===== config.mk =====
export PLATFORM = sky130hd
export DESIGN_NAME = smartnic_app
export DESIGN_NICKNAME = d
export VERILOG_FILES = /design/src/source/smartnic_app_pkg.sv /design/src/source/axi4l_intf.sv /design/src/source/axi4s_intf.sv /design/src/source/smartnic_app.sv /design/src/source/smartnic_app_tagger.sv /design/src/source/smartnic_app_regs.sv
export SDC_FILE = /design/constraint.sdc
export NUM_CORES = 1
export LEC_CHECK = 0
export BUFFER_PORTS_ARGS = -buffer_cell sky130_fd_sc_hd__buf_2
export CAP_MARGIN = 10
export CORE_AREA = 2 2 237 239
export DETAILED_ROUTE_END_ITERATION = 6
export DIE_AREA = 0 0 239 241
export GPL_TIMING_DRIVEN = 0
export PLACE_DENSITY_LB_ADDON = 0.05
export REMOVE_ABC_BUFFERS = 1
export SYNTH_ARGS = -nofsm -noshare
export SYNTH_HDL_FRONTEND = slang
export SYNTH_SLANG_ARGS = --single-unit

===== constraint.sdc =====
create_clock -name core_clk -period 4.75 [get_ports core_clk]
set_clock_uncertainty 0.05 [all_clocks]
set_input_delay 0.475 -clock core_clk [delete_from_list [all_inputs] [get_ports core_clk]]
set_output_delay 0.475 -clock core_clk [all_outputs]
set_load 0.02 [all_outputs]

===== src/source/smartnic_app_pkg.sv =====
package smartnic_app_pkg;

    // ------------------------------------------------------------
    // Sizes
    // ------------------------------------------------------------
    localparam int NUM_PORTS     = 2;
    localparam int DATA_BYTE_WID = 8;
    localparam int DATA_WID      = DATA_BYTE_WID * 8;
    localparam int AXIL_ADDR_WID = 32;
    localparam int AXIL_DATA_WID = 32;

    typedef logic [3:0] port_t;

    // Ingress user field, packet id only
    typedef struct packed {
        logic [15:0] pid;
    } tuser_igr_t;

    // Egress user field as seen by the downstream pipeline
    typedef struct packed {
        logic [15:0] pid;
        logic        trunc_enable;
        logic [15:0] trunc_length;
        logic        rss_enable;
        logic [11:0] rss_entropy;
    } tuser_smartnic_meta_t;

    // Settings from the register block to each tagger
    typedef struct packed {
        logic        trunc_enable;
        logic        rss_enable;
        logic [15:0] trunc_length;
    } app_cfg_t;

    // ------------------------------------------------------------
    // Register map and responses
    // ------------------------------------------------------------
    localparam logic [AXIL_ADDR_WID-1:0] REG_CTRL      = 'h00;
    localparam logic [AXIL_ADDR_WID-1:0] REG_TRUNC_LEN = 'h04;
    localparam logic [AXIL_ADDR_WID-1:0] REG_PKT_CNT0  = 'h08;
    localparam logic [AXIL_ADDR_WID-1:0] REG_PKT_CNT1  = 'h0C;

    localparam logic [1:0] RESP_OKAY   = 2'd0;
    localparam logic [1:0] RESP_SLVERR = 2'd2;

endpackage

===== src/source/axi4l_intf.sv =====
`timescale 1ns/100ps

interface axi4l_intf ();
    import smartnic_app_pkg::*;

    logic                       awvalid, awready;
    logic [AXIL_ADDR_WID-1:0]   awaddr;
    logic [2:0]                 awprot;
    logic                       wvalid, wready;
    logic [AXIL_DATA_WID-1:0]   wdata;
    logic [AXIL_DATA_WID/8-1:0] wstrb;
    logic                       bvalid, bready;
    logic [1:0]                 bresp;
    logic                       arvalid, arready;
    logic [AXIL_ADDR_WID-1:0]   araddr;
    logic [2:0]                 arprot;
    logic                       rvalid, rready;
    logic [AXIL_DATA_WID-1:0]   rdata;
    logic [1:0]                 rresp;

    modport controller (
        output awvalid, awaddr, awprot, wvalid, wdata, wstrb, bready,
        output arvalid, araddr, arprot, rready,
        input  awready, wready, bvalid, bresp, arready, rvalid, rdata, rresp
    );

    modport peripheral (
        input  awvalid, awaddr, awprot, wvalid, wdata, wstrb, bready,
        input  arvalid, araddr, arprot, rready,
        output awready, wready, bvalid, bresp, arready, rvalid, rdata, rresp
    );

endinterface


===== src/source/axi4s_intf.sv =====
`timescale 1ns/100ps

interface axi4s_intf #(
    parameter type TID_T   = smartnic_app_pkg::port_t,
    parameter type TDEST_T = smartnic_app_pkg::port_t,
    parameter type TUSER_T = smartnic_app_pkg::tuser_igr_t
) ();
    import smartnic_app_pkg::*;

    logic                     tvalid;
    logic                     tready;
    logic [DATA_WID-1:0]      tdata;
    logic [DATA_BYTE_WID-1:0] tkeep;
    logic                     tlast;
    TID_T                     tid;
    TDEST_T                   tdest;
    TUSER_T                   tuser;

    // Sender side
    modport tx (
        output tvalid, tdata, tkeep, tlast, tid, tdest, tuser,
        input  tready
    );

    // Receiver side, only back-pressure goes upstream
    modport rx (
        input  tvalid, tdata, tkeep, tlast, tid, tdest, tuser,
        output tready
    );

endinterface


===== src/source/smartnic_app.sv =====
`timescale 1ns/100ps

module smartnic_app (
    input  logic         core_clk,
    input  logic         arst_n,

    // AXI-Lite control, write side
    input  logic         axil_awvalid,
    output logic         axil_awready,
    input  logic [31:0]  axil_awaddr,
    input  logic [2:0]   axil_awprot,
    input  logic         axil_wvalid,
    output logic         axil_wready,
    input  logic [31:0]  axil_wdata,
    input  logic [3:0]   axil_wstrb,
    output logic         axil_bvalid,
    input  logic         axil_bready,
    output logic [1:0]   axil_bresp,
    // Read side
    input  logic         axil_arvalid,
    output logic         axil_arready,
    input  logic [31:0]  axil_araddr,
    input  logic [2:0]   axil_arprot,
    output logic         axil_rvalid,
    input  logic         axil_rready,
    output logic [31:0]  axil_rdata,
    output logic [1:0]   axil_rresp,

    // Ingress streams
    input  logic [(smartnic_app_pkg::NUM_PORTS* 1)-1:0] axis_app_igr_tvalid,
    output logic [(smartnic_app_pkg::NUM_PORTS* 1)-1:0] axis_app_igr_tready,
    input  logic [(smartnic_app_pkg::NUM_PORTS*64)-1:0] axis_app_igr_tdata,
    input  logic [(smartnic_app_pkg::NUM_PORTS* 8)-1:0] axis_app_igr_tkeep,
    input  logic [(smartnic_app_pkg::NUM_PORTS* 1)-1:0] axis_app_igr_tlast,
    input  logic [(smartnic_app_pkg::NUM_PORTS* 4)-1:0] axis_app_igr_tid,
    input  logic [(smartnic_app_pkg::NUM_PORTS* 4)-1:0] axis_app_igr_tdest,
    input  logic [(smartnic_app_pkg::NUM_PORTS*16)-1:0] axis_app_igr_tuser_pid,

    // Egress streams
    output logic [(smartnic_app_pkg::NUM_PORTS* 1)-1:0] axis_app_egr_tvalid,
    input  logic [(smartnic_app_pkg::NUM_PORTS* 1)-1:0] axis_app_egr_tready,
    output logic [(smartnic_app_pkg::NUM_PORTS*64)-1:0] axis_app_egr_tdata,
    output logic [(smartnic_app_pkg::NUM_PORTS* 8)-1:0] axis_app_egr_tkeep,
    output logic [(smartnic_app_pkg::NUM_PORTS* 1)-1:0] axis_app_egr_tlast,
    output logic [(smartnic_app_pkg::NUM_PORTS* 4)-1:0] axis_app_egr_tid,
    output logic [(smartnic_app_pkg::NUM_PORTS* 4)-1:0] axis_app_egr_tdest,
    output logic [(smartnic_app_pkg::NUM_PORTS*16)-1:0] axis_app_egr_tuser_pid,
    output logic [(smartnic_app_pkg::NUM_PORTS* 1)-1:0] axis_app_egr_tuser_trunc_enable,
    output logic [(smartnic_app_pkg::NUM_PORTS*16)-1:0] axis_app_egr_tuser_trunc_length,
    output logic [(smartnic_app_pkg::NUM_PORTS* 1)-1:0] axis_app_egr_tuser_rss_enable,
    output logic [(smartnic_app_pkg::NUM_PORTS*12)-1:0] axis_app_egr_tuser_rss_entropy
);
    import smartnic_app_pkg::*;

    axi4l_intf axil_if ();

    axi4s_intf #(.TID_T(port_t), .TDEST_T(port_t), .TUSER_T(tuser_igr_t))
        axis_app_igr [NUM_PORTS] ();
    axi4s_intf #(.TID_T(port_t), .TDEST_T(port_t), .TUSER_T(tuser_smartnic_meta_t))
        axis_app_egr [NUM_PORTS] ();

    app_cfg_t             cfg;
    logic [NUM_PORTS-1:0] pkt_done;

    // ------------------------------------------------------------
    // Flat AXI-Lite ports onto the controller side
    // ------------------------------------------------------------
    assign axil_if.awvalid = axil_awvalid;
    assign axil_if.awaddr  = axil_awaddr;
    assign axil_if.awprot  = axil_awprot;
    assign axil_if.wvalid  = axil_wvalid;
    assign axil_if.wdata   = axil_wdata;
    assign axil_if.wstrb   = axil_wstrb;
    assign axil_if.bready  = axil_bready;
    assign axil_if.arvalid = axil_arvalid;
    assign axil_if.araddr  = axil_araddr;
    assign axil_if.arprot  = axil_arprot;
    assign axil_if.rready  = axil_rready;
    assign axil_awready    = axil_if.awready;
    assign axil_wready     = axil_if.wready;
    assign axil_bvalid     = axil_if.bvalid;
    assign axil_bresp      = axil_if.bresp;
    assign axil_arready    = axil_if.arready;
    assign axil_rvalid     = axil_if.rvalid;
    assign axil_rdata      = axil_if.rdata;
    assign axil_rresp      = axil_if.rresp;

    smartnic_app_regs regs (
        .core_clk ( core_clk ),
        .arst_n   ( arst_n ),
        .axil     ( axil_if ),
        .cfg      ( cfg ),
        .pkt_done ( pkt_done )
    );

    // ------------------------------------------------------------
    // Per-port stream slicing and taggers
    // ------------------------------------------------------------
    generate
        for (genvar j = 0; j < NUM_PORTS; j++) begin : g_port
            assign axis_app_igr[j].tvalid    = axis_app_igr_tvalid[j];
            assign axis_app_igr[j].tdata     = axis_app_igr_tdata[j*DATA_WID +: DATA_WID];
            assign axis_app_igr[j].tkeep     = axis_app_igr_tkeep[j*DATA_BYTE_WID +: DATA_BYTE_WID];
            assign axis_app_igr[j].tlast     = axis_app_igr_tlast[j];
            assign axis_app_igr[j].tid       = axis_app_igr_tid[j*4 +: 4];
            assign axis_app_igr[j].tdest     = axis_app_igr_tdest[j*4 +: 4];
            assign axis_app_igr[j].tuser.pid = axis_app_igr_tuser_pid[j*16 +: 16];
            assign axis_app_igr_tready[j]    = axis_app_igr[j].tready;

            assign axis_app_egr[j].tready    = axis_app_egr_tready[j];
            assign axis_app_egr_tvalid[j]    = axis_app_egr[j].tvalid;
            assign axis_app_egr_tdata[j*DATA_WID +: DATA_WID] = axis_app_egr[j].tdata;
            assign axis_app_egr_tkeep[j*DATA_BYTE_WID +: DATA_BYTE_WID] = axis_app_egr[j].tkeep;
            assign axis_app_egr_tlast[j]     = axis_app_egr[j].tlast;
            assign axis_app_egr_tid[j*4 +: 4]   = axis_app_egr[j].tid;
            assign axis_app_egr_tdest[j*4 +: 4] = axis_app_egr[j].tdest;
            assign axis_app_egr_tuser_pid[j*16 +: 16] = axis_app_egr[j].tuser.pid;
            assign axis_app_egr_tuser_trunc_enable[j] = axis_app_egr[j].tuser.trunc_enable;
            assign axis_app_egr_tuser_trunc_length[j*16 +: 16] = axis_app_egr[j].tuser.trunc_length;
            assign axis_app_egr_tuser_rss_enable[j] = axis_app_egr[j].tuser.rss_enable;
            assign axis_app_egr_tuser_rss_entropy[j*12 +: 12] = axis_app_egr[j].tuser.rss_entropy;

            smartnic_app_tagger tagger (
                .core_clk ( core_clk ),
                .arst_n   ( arst_n ),
                .cfg      ( cfg ),
                .axis_in  ( axis_app_igr[j] ),
                .axis_out ( axis_app_egr[j] ),
                .pkt_done ( pkt_done[j] )
            );
        end
    endgenerate

endmodule


===== src/source/smartnic_app_tagger.sv =====
`timescale 1ns/100ps

module smartnic_app_tagger (
    input  logic                       core_clk,
    input  logic                       arst_n,
    input  smartnic_app_pkg::app_cfg_t cfg,
    axi4s_intf.rx                      axis_in,
    axi4s_intf.tx                      axis_out,
    output logic                       pkt_done
);
    import smartnic_app_pkg::*;

    // XOR of 12-bit slices, top nibble zero extended
    function automatic logic [11:0] rss_fold(input logic [DATA_WID-1:0] d);
        return d[11:0] ^ d[23:12] ^ d[35:24] ^ d[47:36] ^ d[59:48] ^ {8'h00, d[63:60]};
    endfunction

    logic                     in_xfer;
    logic                     out_xfer;
    logic                     first_q;
    logic                     out_valid_q;

    // Output beat
    logic [DATA_WID-1:0]      tdata_q;
    logic [DATA_BYTE_WID-1:0] tkeep_q;
    logic                     tlast_q;
    port_t                    tid_q;
    port_t                    tdest_q;
    logic [15:0]              pid_q;

    // Metadata captured once per packet
    logic                     trunc_enable_q;
    logic [15:0]              trunc_length_q;
    logic                     rss_enable_q;
    logic [11:0]              rss_entropy_q;

    tuser_smartnic_meta_t     tuser_out;

    // ------------------------------------------------------------
    // Flow control
    // ------------------------------------------------------------
    // Accept when the stage is empty or draining this cycle
    assign out_xfer       = out_valid_q && axis_out.tready;
    assign axis_in.tready = !out_valid_q || axis_out.tready;
    assign in_xfer        = axis_in.tvalid && axis_in.tready;

    always_ff @(posedge core_clk or negedge arst_n) begin
        if (!arst_n) begin
            out_valid_q <= 1'b0;
            first_q     <= 1'b1;
        end else begin
            if (in_xfer) begin
                out_valid_q <= 1'b1;
                first_q     <= axis_in.tlast;
            end else if (out_xfer) begin
                out_valid_q <= 1'b0;
            end
        end
    end

    // ------------------------------------------------------------
    // Payload and metadata
    // ------------------------------------------------------------
    always_ff @(posedge core_clk) begin
        if (in_xfer) begin
            tdata_q <= axis_in.tdata;
            tkeep_q <= axis_in.tkeep;
            tlast_q <= axis_in.tlast;
            tid_q   <= axis_in.tid;
            tdest_q <= axis_in.tdest;
            pid_q   <= axis_in.tuser.pid;
            // New packet enters the stage together with its metadata
            if (first_q) begin
                trunc_enable_q <= cfg.trunc_enable;
                trunc_length_q <= cfg.trunc_enable ? cfg.trunc_length : 16'h0000;
                rss_enable_q   <= cfg.rss_enable;
                rss_entropy_q  <= cfg.rss_enable ? rss_fold(axis_in.tdata) : 12'h000;
            end
        end
    end

    always_comb begin
        tuser_out.pid          = pid_q;
        tuser_out.trunc_enable = trunc_enable_q;
        tuser_out.trunc_length = trunc_length_q;
        tuser_out.rss_enable   = rss_enable_q;
        tuser_out.rss_entropy  = rss_entropy_q;
    end

    assign axis_out.tvalid = out_valid_q;
    assign axis_out.tdata  = tdata_q;
    assign axis_out.tkeep  = tkeep_q;
    assign axis_out.tlast  = tlast_q;
    assign axis_out.tid    = tid_q;
    assign axis_out.tdest  = tdest_q;
    assign axis_out.tuser  = tuser_out;

    // One pulse per packet leaving the port
    assign pkt_done = out_xfer && tlast_q;

endmodule


===== src/source/smartnic_app_regs.sv =====
`timescale 1ns/100ps

module smartnic_app_regs (
    input  logic                                   core_clk,
    input  logic                                   arst_n,
    axi4l_intf.peripheral                          axil,
    output smartnic_app_pkg::app_cfg_t             cfg,
    input  logic [smartnic_app_pkg::NUM_PORTS-1:0] pkt_done
);
    import smartnic_app_pkg::*;

    app_cfg_t                 cfg_q;
    logic [AXIL_DATA_WID-1:0] pkt_cnt [NUM_PORTS];

    logic                     wr_go;
    logic                     rd_go;
    logic                     wr_hit;
    logic                     rd_hit;
    logic [AXIL_DATA_WID-1:0] rd_data;

    // ------------------------------------------------------------
    // Handshakes
    // ------------------------------------------------------------
    // AW and W are taken together, one access in flight per direction
    assign wr_go        = axil.awvalid && axil.wvalid && !axil.bvalid;
    assign rd_go        = axil.arvalid && !axil.rvalid;
    assign axil.awready = wr_go;
    assign axil.wready  = wr_go;
    assign axil.arready = rd_go;

    // Counters accept writes silently
    always_comb begin
        case (axil.awaddr)
            REG_CTRL, REG_TRUNC_LEN, REG_PKT_CNT0, REG_PKT_CNT1: wr_hit = 1'b1;
            default: wr_hit = 1'b0;
        endcase
    end

    // Read mux, unmapped reads return zero
    always_comb begin
        rd_hit  = 1'b1;
        rd_data = '0;
        case (axil.araddr)
            REG_CTRL: begin
                rd_data[0] = cfg_q.trunc_enable;
                rd_data[1] = cfg_q.rss_enable;
            end
            REG_TRUNC_LEN: rd_data[15:0] = cfg_q.trunc_length;
            REG_PKT_CNT0:  rd_data = pkt_cnt[0];
            REG_PKT_CNT1:  rd_data = pkt_cnt[1];
            default:       rd_hit = 1'b0;
        endcase
    end

    // ------------------------------------------------------------
    // Configuration registers
    // ------------------------------------------------------------
    always_ff @(posedge core_clk or negedge arst_n) begin
        if (!arst_n) begin
            cfg_q <= '0;
        end else if (wr_go) begin
            case (axil.awaddr)
                REG_CTRL: begin
                    if (axil.wstrb[0]) begin
                        cfg_q.trunc_enable <= axil.wdata[0];
                        cfg_q.rss_enable   <= axil.wdata[1];
                    end
                end
                REG_TRUNC_LEN: begin
                    // Byte lanes 0 and 1 only
                    if (axil.wstrb[0]) begin
                        cfg_q.trunc_length[7:0] <= axil.wdata[7:0];
                    end
                    if (axil.wstrb[1]) begin
                        cfg_q.trunc_length[15:8] <= axil.wdata[15:8];
                    end
                end
                default: ;
            endcase
        end
    end

    assign cfg = cfg_q;

    // Packet counters, free running and wrapping
    always_ff @(posedge core_clk or negedge arst_n) begin
        if (!arst_n) begin
            for (int p = 0; p < NUM_PORTS; p++) begin
                pkt_cnt[p] <= '0;
            end
        end else begin
            for (int p = 0; p < NUM_PORTS; p++) begin
                if (pkt_done[p]) begin
                    pkt_cnt[p] <= pkt_cnt[p] + 1'b1;
                end
            end
        end
    end

    // ------------------------------------------------------------
    // Response channels
    // ------------------------------------------------------------
    always_ff @(posedge core_clk or negedge arst_n) begin
        if (!arst_n) begin
            axil.bvalid <= 1'b0;
            axil.rvalid <= 1'b0;
        end else begin
            if (wr_go) begin
                axil.bvalid <= 1'b1;
            end else if (axil.bready) begin
                axil.bvalid <= 1'b0;
            end
            if (rd_go) begin
                axil.rvalid <= 1'b1;
            end else if (axil.rready) begin
                axil.rvalid <= 1'b0;
            end
        end
    end

    // Held stable while the valid above waits for ready
    always_ff @(posedge core_clk) begin
        if (wr_go) begin
            axil.bresp <= wr_hit ? RESP_OKAY : RESP_SLVERR;
        end
        if (rd_go) begin
            axil.rdata <= rd_data;
            axil.rresp <= rd_hit ? RESP_OKAY : RESP_SLVERR;
        end
    end

endmodule


Word level (Yosys, flattened, before mapping)
Index checks and enable logic that the tools add are counted.
- reduce and logical (&&, ||, !) cells: 28
- multiplexer cells: 16
- equality and inequality tests: 6
- bitwise gates (word level): 10
- add/subtract/negate cells: 2
- operators by type and width (kind ; number):
    32-bit by 4-bit == test with 1-bit output, second input constant ; 4
    12-bit XOR ; 8
    32-bit by 1-bit adder with 32-bit output, second input constant ; 2
    32-bit by 3-bit == test with 1-bit output, second input constant ; 2
    32-bit zero test ; 2
    14-bit case mux with 3 select lines ; 1
    16-bit case mux with 2 select lines ; 1
    12-bit by 4-bit XOR with 12-bit output ; 2
    16-bit 2-to-1 mux ; 1
    1-bit 2-to-1 mux ; 10
    1-bit logical AND ; 9
    3-bit AND reduction ; 3
    2-bit case mux with 4 select lines ; 1
    2-bit nonzero test ; 4
    4-bit OR reduction ; 2
    1-bit zero test ; 4
    2-bit 2-to-1 mux ; 2
    2-bit AND reduction ; 2
    1-bit logical OR ; 2
- input bits: 311
- register bits: 378
- logic and storage cells: 97

Logic depth before layout (Yosys ltp)
Gate-level depths: netlist of run 1.
- depth after elaboration: 5
- mapped depth: 6
- depth with buffers taken out: 6

Cells and area by module
A second synthesis of run 1 with hierarchy kept.
- cell total of the unflattened synthesis: 875
- area total of the unflattened synthesis: 14893.0 µm²
- modules (own cells, without submodules) (module ; instances ; area each (µm²) ; sequential area each (µm²) ; cells each):
    smartnic_app_tagger ; 2 ; 4658.2 ; 3865.0 ; 207
    smartnic_app_regs ; 1 ; 5531.6 ; 3123.0 ; 455
    smartnic_app ; 1 ; 45.0 ; 0.0 ; 6

Worst setup path before layout of run 1
OpenSTA, ideal clock, no wires.
- kind: input -> register
- from: in axis_app_egr_tready[0] (netlist bit)
- to: reg g_port[0].tagger.first_q
- data arrival time: 3.380 ns
- stages: 3
- setup time: 0.088 ns
- setup slack: 1.232 ns
- buffers on the path: 0
- cells stage by stage: nand2b_1 and2_1 mux2_2
- longest elaborated chain between the ends: 2
- ends and longest elaborated chain (item ; RTL line ; RTL):
    start: declaration ; smartnic_app.sv:41 ; input logic [(smartnic_app_pkg::NUM_PORTS* 1)-1:0] axis_app_egr_tready,
    1-bit logical OR ; smartnic_app_tagger.sv:44 ; assign axis_in.tready = !out_valid_q || axis_out.tready;
    1-bit logical AND ; smartnic_app_tagger.sv:45 ; assign in_xfer = axis_in.tvalid && axis_in.tready;
    named net g_port[0].tagger.in_xfer ; smartnic_app_tagger.sv:18 ; logic in_xfer;
    end signal: assignment ; smartnic_app_tagger.sv:54 ; first_q <= axis_in.tlast;
    end: declaration ; smartnic_app_tagger.sv:20 ; logic first_q;
The timed path passes the listed nets, and every way through them passes these cells.
A chain may end at the register's enable or synchronous reset.

Worst setup path in the final report of run 1
- from: reg regs.axil.rvalid
- to: out axil_arready
- longest elaborated chain between the ends: 2
- ends and longest elaborated chain (item ; RTL line ; RTL):
    start: declaration ; axi4l_intf.sv:30 ; output awready, wready, bvalid, bresp, arready, rvalid, rdata, rresp
    start signal: assignment ; smartnic_app_regs.sv:106 ; axil.rvalid <= 1'b0;
    start signal: assignment ; smartnic_app_regs.sv:114 ; axil.rvalid <= 1'b1;
    start signal: assignment ; smartnic_app_regs.sv:116 ; axil.rvalid <= 1'b0;
    1-bit zero test ; smartnic_app_regs.sv:26 ; assign rd_go = axil.arvalid && !axil.rvalid;
    1-bit logical AND ; smartnic_app_regs.sv:26 ;
    end: declaration ; smartnic_app.sv:21 ; output logic axil_arready,
No other way between the ends.

==> results of run 1 <==
==> metal layers <==
layer / vias up / part of all wire, % / global-route usage [%]
met3: 100 / 8.8 / 5.87
met1: 4627 / 36 / 17.2
met4: 18 / 3.1 / 6.10
met2: 363 / 52 / 30.6
met5: - / 0.23 / 0
li1: 4499 / - / -
==> metrics by stage <==
stage | util (%) | setup WS (ps) | hold WS (ps) | setup TNS (ps)
after floorplan | - | 1080 | 129 | 0
after global placement | 33.1 | -278 | 406 | -12820
after detailed placement | 33.3 | 2110 | 411 | 0
after CTS | 36.7 | 2450 | 0.781 | 0
after global routing | 36.7 | 2410 | 10.8 | 0
final | 36.7 | 2520 | 43.9 | 0
==> worst max-delay path, stage by stage (launching register included) <==
cell and delay (ps):
dfrtp_1 430, nor2b_4 270, buf_12 230, buf_2 200
==> flip-flops by register name (all words and copies together) (netlist names), 8 cells and up <==
signal	count
g_port.tagger.axis_out.tdata	128
regs.pkt_cnt	64
g_port.tagger.pid_q	32
g_port.tagger.trunc_length_q	32
regs.axil.rdata	32
g_port.tagger.rss_entropy_q	24
regs.cfg	18
g_port.tagger.axis_out.tkeep	16
g_port.tagger.axis_out.tdest	8
g_port.tagger.axis_out.tid	8
==> cells in the mapped netlist (13+ instances only) <==
library cell    n
edfxtp_1      288
xnor2_1       140
dfrtp_1        86
nor2_1         52
and2_1         46
mux2_2         35
nand2_1        26
xor2_1         26
nand4_1        25
nand3_1        20
mux2i_1        16
a22oi_1        14
and3_1         14
nor4_1         14
buf_4          13
==> cells by family (layout without fill, tap and decap cells) <==
kind of cell | Yosys count | after routing | share of synthesized area, %
DFF | 376 | 376 | 74.9
and+or+nand+nor | 224 | 224 | 8.75
xor gates and xnor gates | 166 | 166 | 10.0
muxes | 53 | 53 | 4.13
buffers and inverters | 34 | 728 | 1.24
AOI/OAI and AO/OA | 16 | 16 | 0.794
adders and majority gates | 2 | 2 | 0.173
other | 1 | 6 | 0.0259
==> where the power goes <==
| group | switching (mW) | internal (mW) | leakage, nW | total, mW |
|---|---|---|---|---|
| logic | 0.527 | 0.363 | 3.86 | 0.890 |
| clock network | 1.38 | 1.81 | 0.662 | 3.19 |
| registers | 0.0943 | 3.75 | 3.95 | 3.84 |
| total | 2.00 | 5.92 | 8.48 | 7.92 |
==> cell type report <==
| type | count | share of cell area, % |
|---|---|---|
| flip-flops and latches | 376 | 53.9 |
| repair buffers | 639 | 17.6 |
| multi-input cells | 463 | 17.3 |
| clock buffers | 60 | 6.07 |
| well taps | 704 | 4.37 |
| clock inverters | 22 | 0.565 |
| inverters | 7 | 0.130 |
| diodes | 4 | 0.0497 |
==> how the worst max path moves through the flow <==
stage,endpoint,slack (ps),depth (start not counted)
6_report,axil_arready,2520,3
5_1_grt,axil_arready,2410,3
4_1_cts,axil_arready,2450,3
3_5_place_dp,regs.axil.rdata[17]$_DFFE_PP_,2110,6
3_3_place_gp,g_port[1].tagger.first_q$_DFFE_PN1P_,-280,4
2_1_floorplan,g_port[0].tagger.first_q$_DFFE_PN1P_,1080,3
==> what timing repair did <==
item	in CTS	in global routing
endpoints found under the hold margin	89	0
hold buffers	51	0
setup endpoints to repair	0	0
==> flow_summary.toml, run 1 <==
[outcome]
outcome = "finished, final reports clean"

[worst_setup_path]
r2r_setup_slack_ps = 2610
critPathCaptureType = "primary output"
worstSetupStartpoint = "regs.axil.rvalid$_DFFE_PN0P_"
critPathLaunchType = "flop"
reg2reg_from = "g_port[0].tagger.axis_out.tlast$_DFFE_PP_"
worstSetupPathType = "reg2out"
ff2ff_path_depth = 5
cp.arrival_ps = 1700
worstReg2RegEnd = "regs.pkt_cnt[56]$_DFFE_PN0P_"
crit_fanout = 28
critPathRequiredTime_ps = 4220

[grt]
grt_pass1_wl_um = 68100
antenna_found_initial = 18
grt_pass1_vias = 9958
grt_usage_pct = 16.6
grt.overflow.total = 0
grt_max_degree = 65

[clock_tree]
clk_pin_slew_worst_paths_ps = 60
cts_setup_buffers = 0
ctsLongestPathBuffers = 3
cts.sinks = 376
cts_resized = 0
tritoncts = "yes"
cts_buffers = 45
clk_latency_ps = 560
cts-root-buf = "clkbuf_16"
h-tree-depth = 2

[route]
routed_via_density = 4.22
antenna_left = 0
detail_route.iter0.violations = 451
wl_um = 49300
drc_errors = 0
post_drt_wl_per_cell_um = 21.7
dr_total_vias = 9607
drt_first_pass_iters = 4

[synthesis]
synthesis.area_sq_mm = 0.0145
synth-edff-count = 288
yosysTopAreaCell = "edfxtp_1"
synth.avg_cell_area_sq_um = 16.6
synth_async_sr_flop_share_pct = 23.4
yosysTopAreaCellShare_pct = 59.6
ys_warn_count = 0
ys_ff_latch = 376
synthTopCellsByArea = "edfxtp_1, dfrtp_1, xnor2_1"
synthCells = 872
ys_types = 40
synth_top_flop_cell = "edfxtp_1"
synth-seq-area-share_pct = 74.9

[timing]
rsz0062_at_grt = "no"
fmax_mhz = 449
relSlewSlack_pct = 26.8
drv_slew = 0
finalSetupViolations = 0
hold_viol_final = 0
finalCriticalPeriod_ps = 2230
tightest_slew_ps = 1100
period_share_pct = 46.9

[place]
place.gp.congestion = 0.841
place_hpwl_um = 38200
portBuffers = 583
placedCellCount = 2138
place_area_sq_mm = 0.0183

[layout]
multi_input_area_sq_mm = 0.00348
area_growth_pct = 38.9
regArea_sq_mm = 0.0109
layout-drive-gt1-share_pct = 45.2
layout.nets = 1845
final_cell_mix = "buf_2, edfxtp_1, xnor2_1"
layout_commonest_cell = "buf_2"
fillers = 5454
finalInstanceArea_sq_mm = 0.0201
stdcell_count = 2275

[floorplanning]
coreArea_sq_mm = 0.0549
row_count = 86
start_util_pct = 26.4
ios = 610
die_h_um = 241
die_x_um = 239
dieArea_sq_mm = 0.0576

[min_path]
whs_path_depth = 1
hold_start = "axis_app_igr_tid[6]"
hold_path.class = "in2reg"
worstHoldEndpoint = "g_port[1].tagger.axis_out.tid[2]$_DFFE_PP_"

[pwr]
peakVddDrop_mv = 0.255
design_power_total_mw = 7.92
cellLeakagePower_nw = 8.48
p_per_area_mw_per_mm2 = 393

[run]
maxCapViolCount = 0
(Power assumes the default switching activity.)
==> run 2, diff against run 1 <==
--- a/config.mk
+++ b/config.mk
@@ -5,6 +5,7 @@
 export SDC_FILE = /design/constraint.sdc
 export NUM_CORES = 1
 export LEC_CHECK = 0
+export ABC_AREA = 1
 export BUFFER_PORTS_ARGS = -buffer_cell sky130_fd_sc_hd__buf_2
 export CAP_MARGIN = 10
 export CORE_AREA = 2 2 237 239
==> constraint.sdc (replaced) <==
create_clock -name core_clk -period 2.25 [get_ports core_clk]
set_clock_uncertainty 0.05 [all_clocks]
set_input_delay 0.225 -clock core_clk [delete_from_list [all_inputs] [get_ports core_clk]]
set_output_delay 0.225 -clock core_clk [all_outputs]
set_load 0.02 [all_outputs]
==> flow_summary.toml, run 2 <==
[run]
maxCapViolCount = 0

[grt]
grt_max_degree = 54
grt_pass1_vias = 12400
antenna_found_initial = 4
grt.overflow.total = 0
grt_usage_pct = 17.8
grt_pass1_wl_um = 76400

[floorplanning]
start_util_pct = 28.7
row_count = 86
coreArea_sq_mm = 0.0549
die_h_um = 241
die_x_um = 239
ios = 610
dieArea_sq_mm = 0.0576

[clock_tree]
h-tree-depth = 2
clk_latency_ps = 560
tritoncts = "yes"
ctsLongestPathBuffers = 3
cts.sinks = 376
cts-root-buf = "clkbuf_16"
cts_buffers = 45
clk_pin_slew_worst_paths_ps = 60

[worst_setup_path]
critPathCaptureType = "primary output"
ff2ff_path_depth = 4
critPathLaunchType = "flop"
cpMaxStageDelayCell = "inv_4"
path_cells = "inv_1 -> nand2_1 -> inv_4 -> buf_2"
worstSetupPathType = "reg2out"
cp_slowest_stage_delay_ps = 390
cp.arrival_ps = 1730
critPathRequiredTime_ps = 1980
crit_fanout = 34

[synthesis]
ys_types = 37
ys_ff_latch = 376
yosysTopAreaCellShare_pct = 55.0
synthCells = 1294
synth.avg_cell_area_sq_um = 12.2
yosysMostFrequentCell = "nand2_1"
yosysTopAreaCell = "edfxtp_1"
ys_warn_count = 0
synth-edff-count = 288
synthTopCellsByArea = "edfxtp_1, dfrtp_1, nand2_1"
synthesis.area_sq_mm = 0.0157
synth_async_sr_flop_share_pct = 23.4
synth_top_flop_cell = "edfxtp_1"
synth-seq-area-share_pct = 69.0
synth_commonest_cells = "nand2_1, edfxtp_1, nor2_1"

[place]
place.gp.congestion = 0.833
placedCellCount = 2557
place_hpwl_um = 40300
portBuffers = 583
dp_slack_ps = -57.8

[route]
post_drt_wl_per_cell_um = 18.3
routed_via_density = 4.18
wl_um = 52500
dr_total_vias = 12000
antenna_left = 0
drt_first_pass_iters = 4
drc_errors = 0
detail_route.iter0.violations = 513

[layout]
final_cell_mix = "buf_2, nand2_1, edfxtp_1"
stdcell_count = 2860
fillers = 5430
layout.nets = 2434
layout-drive-gt1-share_pct = 33.7
layout_commonest_cell = "buf_2"
area_growth_pct = 46.9
largest_reg_flops = 128

[pwr]
peakVddDrop_mv = 0.573
p_per_area_mw_per_mm2 = 759
cellLeakagePower_nw = 10.1
design_power_total_mw = 17.5

[timing]
setup_slack_ps = 247
tightest_slew_ps = 821
period_share_pct = 89.0
finalCriticalPeriod_ps = 2000
hold_ws_ps = 43.2
hold_viol_final = 0
fmax_mhz = 499
relSlewSlack_pct = 45.1
rsz0062_at_grt = "no"
drv_slew = 0
finalSetupViolations = 0

[outcome]
outcome = "finished, final reports clean"

[min_path]
whs_path_depth = 3
hold_path.class = "in2reg"
==> run 2: cell count changes after synthesis, sizes merged, moves of 22 or more <==
cell,before,now
mux2,35,0
xor2,26,48
inv,7,115
nand3,20,87
xnor2,140,85
and2,46,1
nor2,53,169
o21ai,1,40
nand2,26,302
==> run 2: path summary, 6_finish.rpt <==
path	slack (ps)	to	start
hold reg to reg	430	regs.pkt_cnt[63]$_DFFE_PN0P_	regs.pkt_cnt[63]$_DFFE_PN0P_
min in group asynchronous	200	regs.axil.rvalid$_DFFE_PN0P_	arst_n
setup reg to reg	270	g_port[0].tagger.axis_out.tdata[56]$_DFFE_PP_	g_port[0].tagger.axis_out.tvalid$_DFFE_PN0P_
max in group asynchronous	1210	g_port[0].tagger.first_q$_DFFE_PN1P_	arst_n
hold / removal	40	regs.axil.bresp[1]$_DFFE_PP_	axil_awvalid
setup / recovery	250	axil_arready	regs.axil.rvalid$_DFFE_PN0P_
==> run 2: final cells by class <==
class / count / area [sq um] / area share [%]
Tap cell: 704 / 881 / 3.81
Antenna cell: 2 / 5.00 / 0.0217
Multi-Input combinational cell: 774 / 4270 / 18.5
Clock buffer: 62 / 1210 / 5.24
Sequential cell: 376 / 10900 / 47.0
Inverter: 115 / 439 / 1.90
Timing Repair Buffer: 809 / 5260 / 22.7
Clock inverter: 18 / 193 / 0.834
==> run 2: timing repair <==
item	4_1_cts	5_1_grt
hold endpoints to repair	259	0
resized for setup	1	0
setup endpoints to repair	1	0
setup buffers	0	0
hold buffers	221	0
==> run 2: power by group <==
| group | switching, mW | internal [mW] |
|---|---|---|
| registers | 0.226 | 7.97 |
| clock network | 2.87 | 4.20 |
| logic | 1.34 | 0.928 |
==> run 2: metrics by stage <==
stage / setup TNS [ps] / area [sq um] / util (%)
finish: 0 / 23100 / 42.1
CTS: 0 / 23100 / 42.1
global placement: -447630 / 19300 / 35.2
detailed placement: -62.4 / 19500 / 35.5
floorplan: -215320 / 15500 / -
global route: 0 / 23100 / 42.1
==> run 2: critical path, delay by kind of cell, from the launching register on <==
kind          cells  cell delay [ps]
flops             1              370
simple gates      1               90
buf+inv           3              720
==> run 2: routing by layer <==
| metal | track usage (%) | vias to the layer above | part of all wire, % |
|---|---|---|---|
| met3 | 5.30 | 75 | 7.5 |
| met5 | 0 | - | 0.051 |
| met2 | 32.3 | 372 | 51 |
| li1 | - | 5941 | - |
| met1 | 20.2 | 5564 | 39 |
| met4 | 5.23 | 4 | 2.5 |
==> run 2: cell families after synthesis <==
family / after synthesis / share of synthesized area (%)
DFF: 376 / 69.0
AOI/OAI and AO/OA: 41 / 1.92
buffers and inverters: 145 / 4.02
and+or+nand+nor: 596 / 17.5
other: 1 / 0.0238
adders and majority gates: 2 / 0.159
xor gates and xnor gates: 133 / 7.40
==> run 3, diff against run 2 <==
--- a/config.mk
+++ b/config.mk
@@ -6,11 +6,11 @@
 export NUM_CORES = 1
 export LEC_CHECK = 0
 export ABC_AREA = 1
-export BUFFER_PORTS_ARGS = -buffer_cell sky130_fd_sc_hd__buf_2
 export CAP_MARGIN = 10
-export CORE_AREA = 2 2 237 239
+export CORE_AREA = 2 2 234 236
 export DETAILED_ROUTE_END_ITERATION = 6
-export DIE_AREA = 0 0 239 241
+export DIE_AREA = 0 0 236 238
+export DONT_BUFFER_PORTS = 1
 export GPL_TIMING_DRIVEN = 0
 export PLACE_DENSITY_LB_ADDON = 0.05
 export REMOVE_ABC_BUFFERS = 1
==> constraint.sdc (replaced) <==
create_clock -name core_clk -period 2.25 [get_ports core_clk]
set_clock_uncertainty 0.05 [all_clocks]
set_input_delay 0.45 -clock core_clk [delete_from_list [all_inputs] [get_ports core_clk]]
set_output_delay 0.45 -clock core_clk [all_outputs]
set_load 0.02 [all_outputs]
==> flow_summary.toml, run 3 (synthesis results as in run 2) <==
[route]
routed_via_density = 4.42
detail_route.iter0.violations = 471
wl_um = 49800
dr_total_vias = 10000
drt_first_pass_iters = 5
drc_errors = 0
antenna_left = 0
post_drt_wl_per_cell_um = 22.0

[timing]
period_share_pct = 95.3
hold_ws_ps = -480
finalSetupViolations = 0
fmax_mhz = 466
tightest_slew_ps = 855
relSlewSlack_pct = 43.0
finalCriticalPeriod_ps = 2140
rsz0062_at_grt = "no"
drv_slew = 0
hold_viol_final = 88

[place]
place.gp.congestion = 0.831
portBuffers = 0
place_hpwl_um = 36800
place_area_sq_mm = 0.0166

[grt]
use_met2_pct = 31.2
grt_max_degree = 89
antenna_found_initial = 5
globalRouteMet3Util_pct = 6.03
grt_pass1_wl_um = 71700
grt_pass1_vias = 10500
grt-busiest-layer = "met2"
grt.overflow.total = 0
grt_usage_pct = 17.3
met1_usage_pct = 19.3

[worst_setup_path]
path_cells = "nand2_1 -> nand2_1 -> inv_8 -> buf_16"
cp_slowest_stage_delay_ps = 500
crit_fanout = 51
path_delay_family = "buffers and inverters"
critPathRequiredTime_ps = 2450
cp_num_buf_inv = 2
worstSetupPathType = "reg2reg"
crit_path_frequent_cell = "nand2_1"
critPathLaunchType = "flop"
cpMaxStageDelayCell = "dfrtp_1"
worstReg2RegEnd = "g_port[0].tagger.axis_out.tdata[54]$_DFFE_PP_"
ff2ff_path_depth = 4
cp.arrival_ps = 2340
critPathCaptureType = "flop"
reg2reg_from = "g_port[0].tagger.axis_out.tvalid$_DFFE_PN0P_"
r2r_setup_slack_ps = 110

[layout]
finalInstanceArea_sq_mm = 0.0202
layout.nets = 1848
multi_input_area_sq_mm = 0.00428
fillers = 5152
largest_reg_flops = 128
area_growth_pct = 28.4
layout_commonest_cell = "nand2_1"
regArea_sq_mm = 0.0109
layout-drive-gt1-share_pct = 10.2
final_cell_mix = "nand2_1, edfxtp_1, dlygate4sd3_1"

[floorplanning]
ios = 610
coreArea_sq_mm = 0.0535
dieArea_sq_mm = 0.0562
start_util_pct = 29.4
die_h_um = 238
row_count = 85
die_x_um = 236

[run]
maxCapViolCount = 0

[outcome]
violations = "hold timing"
outcome = "complete, but fails checks"

[clock_tree]
clk_pin_slew_worst_paths_ps = 60
cts.sinks = 376
cts-root-buf = "clkbuf_16"
ctsLongestPathBuffers = 3
h-tree-depth = 2
ctsHoldBuffers = 213
tritoncts = "yes"
clk_latency_ps = 570
cts_buffers = 45

[pwr]
p_per_area_mw_per_mm2 = 844
p_comb_share_pct = 6.9
p_sw_share_pct = 25.2
power_frac_seq_pct = 51.2
cellLeakagePower_nw = 7.78
design_power_total_mw = 17.0
p_clk_share_pct = 41.9
intPower_mw = 12.8
peakVddDrop_mv = 0.519
switching_power_mw = 4.29

[min_path]
hold_path.class = "in2async"
-- run 3: area by class of cell --
cell class / count / share of cell area [%]
repair buffers: 223 / 11.4
clock inverters: 28 / 1.26
multi-input cells: 774 / 21.2
well taps: 696 / 4.31
clock buffers: 53 / 5.83
inverters: 115 / 2.20
diodes: 5 / 0.0619
flip-flops and latches: 376 / 53.7
-- run 3: repair_timing --
action,in CTS,in global routing
pin swaps,0,1
gates resized for setup,6,3
endpoints found under the hold margin,303,88
setup endpoints to repair,135,52
buffers inserted,0,4
-- run 3: how the worst max path moves through the flow --
stage                                                          to                                          from  slack, ps  cells after the start
global route        g_port[0].tagger.axis_out.tdata[20]$_DFFE_PP_  g_port[0].tagger.axis_out.tvalid$_DFFE_PN0P_          3                      4
finish              g_port[0].tagger.axis_out.tdata[54]$_DFFE_PP_  g_port[0].tagger.axis_out.tvalid$_DFFE_PN0P_        110                      4
CTS                  g_port[0].tagger.axis_out.tdata[7]$_DFFE_PP_  g_port[0].tagger.axis_out.tvalid$_DFFE_PN0P_          3                      4
floorplan            g_port[0].tagger.axis_out.tdata[0]$_DFFE_PP_  g_port[0].tagger.axis_out.tvalid$_DFFE_PN0P_      -1010                      3
detailed placement                  regs.axil.rdata[26]$_DFFE_PP_                                axil_araddr[1]       -190                      8
global placement    g_port[1].tagger.axis_out.tdata[40]$_DFFE_PP_  g_port[1].tagger.axis_out.tvalid$_DFFE_PN0P_      -2230                      3
-- run 3: metrics by stage --
step                utilization (%)  hold slack, ps  setup WS (ps)  instances  TNS [ps]
finish                         37.8            -480            105       2270         0
CTS                            37.7            -526           3.20       2261         0
global route                   37.8            -518           3.05       2268         0
detailed placement             31.0             107           -191       1967    -18640
floorplan                         -             104          -1010       1265   -215320
global placement               30.7             107          -2230       1961   -530840
-- run 3: power groups by stage --
stage / clock (mW) / sequential [mW] / combinational (mW)
floorplan: 0 / 8.72 / 0.631
global placement: 0 / 8.93 / 0.800
detailed placement: 0 / 8.89 / 0.851
CTS: 7.41 / 8.74 / 1.19
global route: 7.69 / 8.76 / 1.29
finish: 7.15 / 8.73 / 1.17
-- run 3: worst register-to-register path, cell delays in order, from the launching register on --
cell and delay (ps):
dfrtp_1 500, nand2_1 310, nand2_1 270, inv_8 340, buf_16 300
-- run 3: routing by layer --
metal | up-vias | part of all wire, %
li1 | 4782 | -
met2 | 398 | 52
met3 | 67 | 8.0
met1 | 4789 | 38
met5 | - | 0
met4 | 0 | 2.4
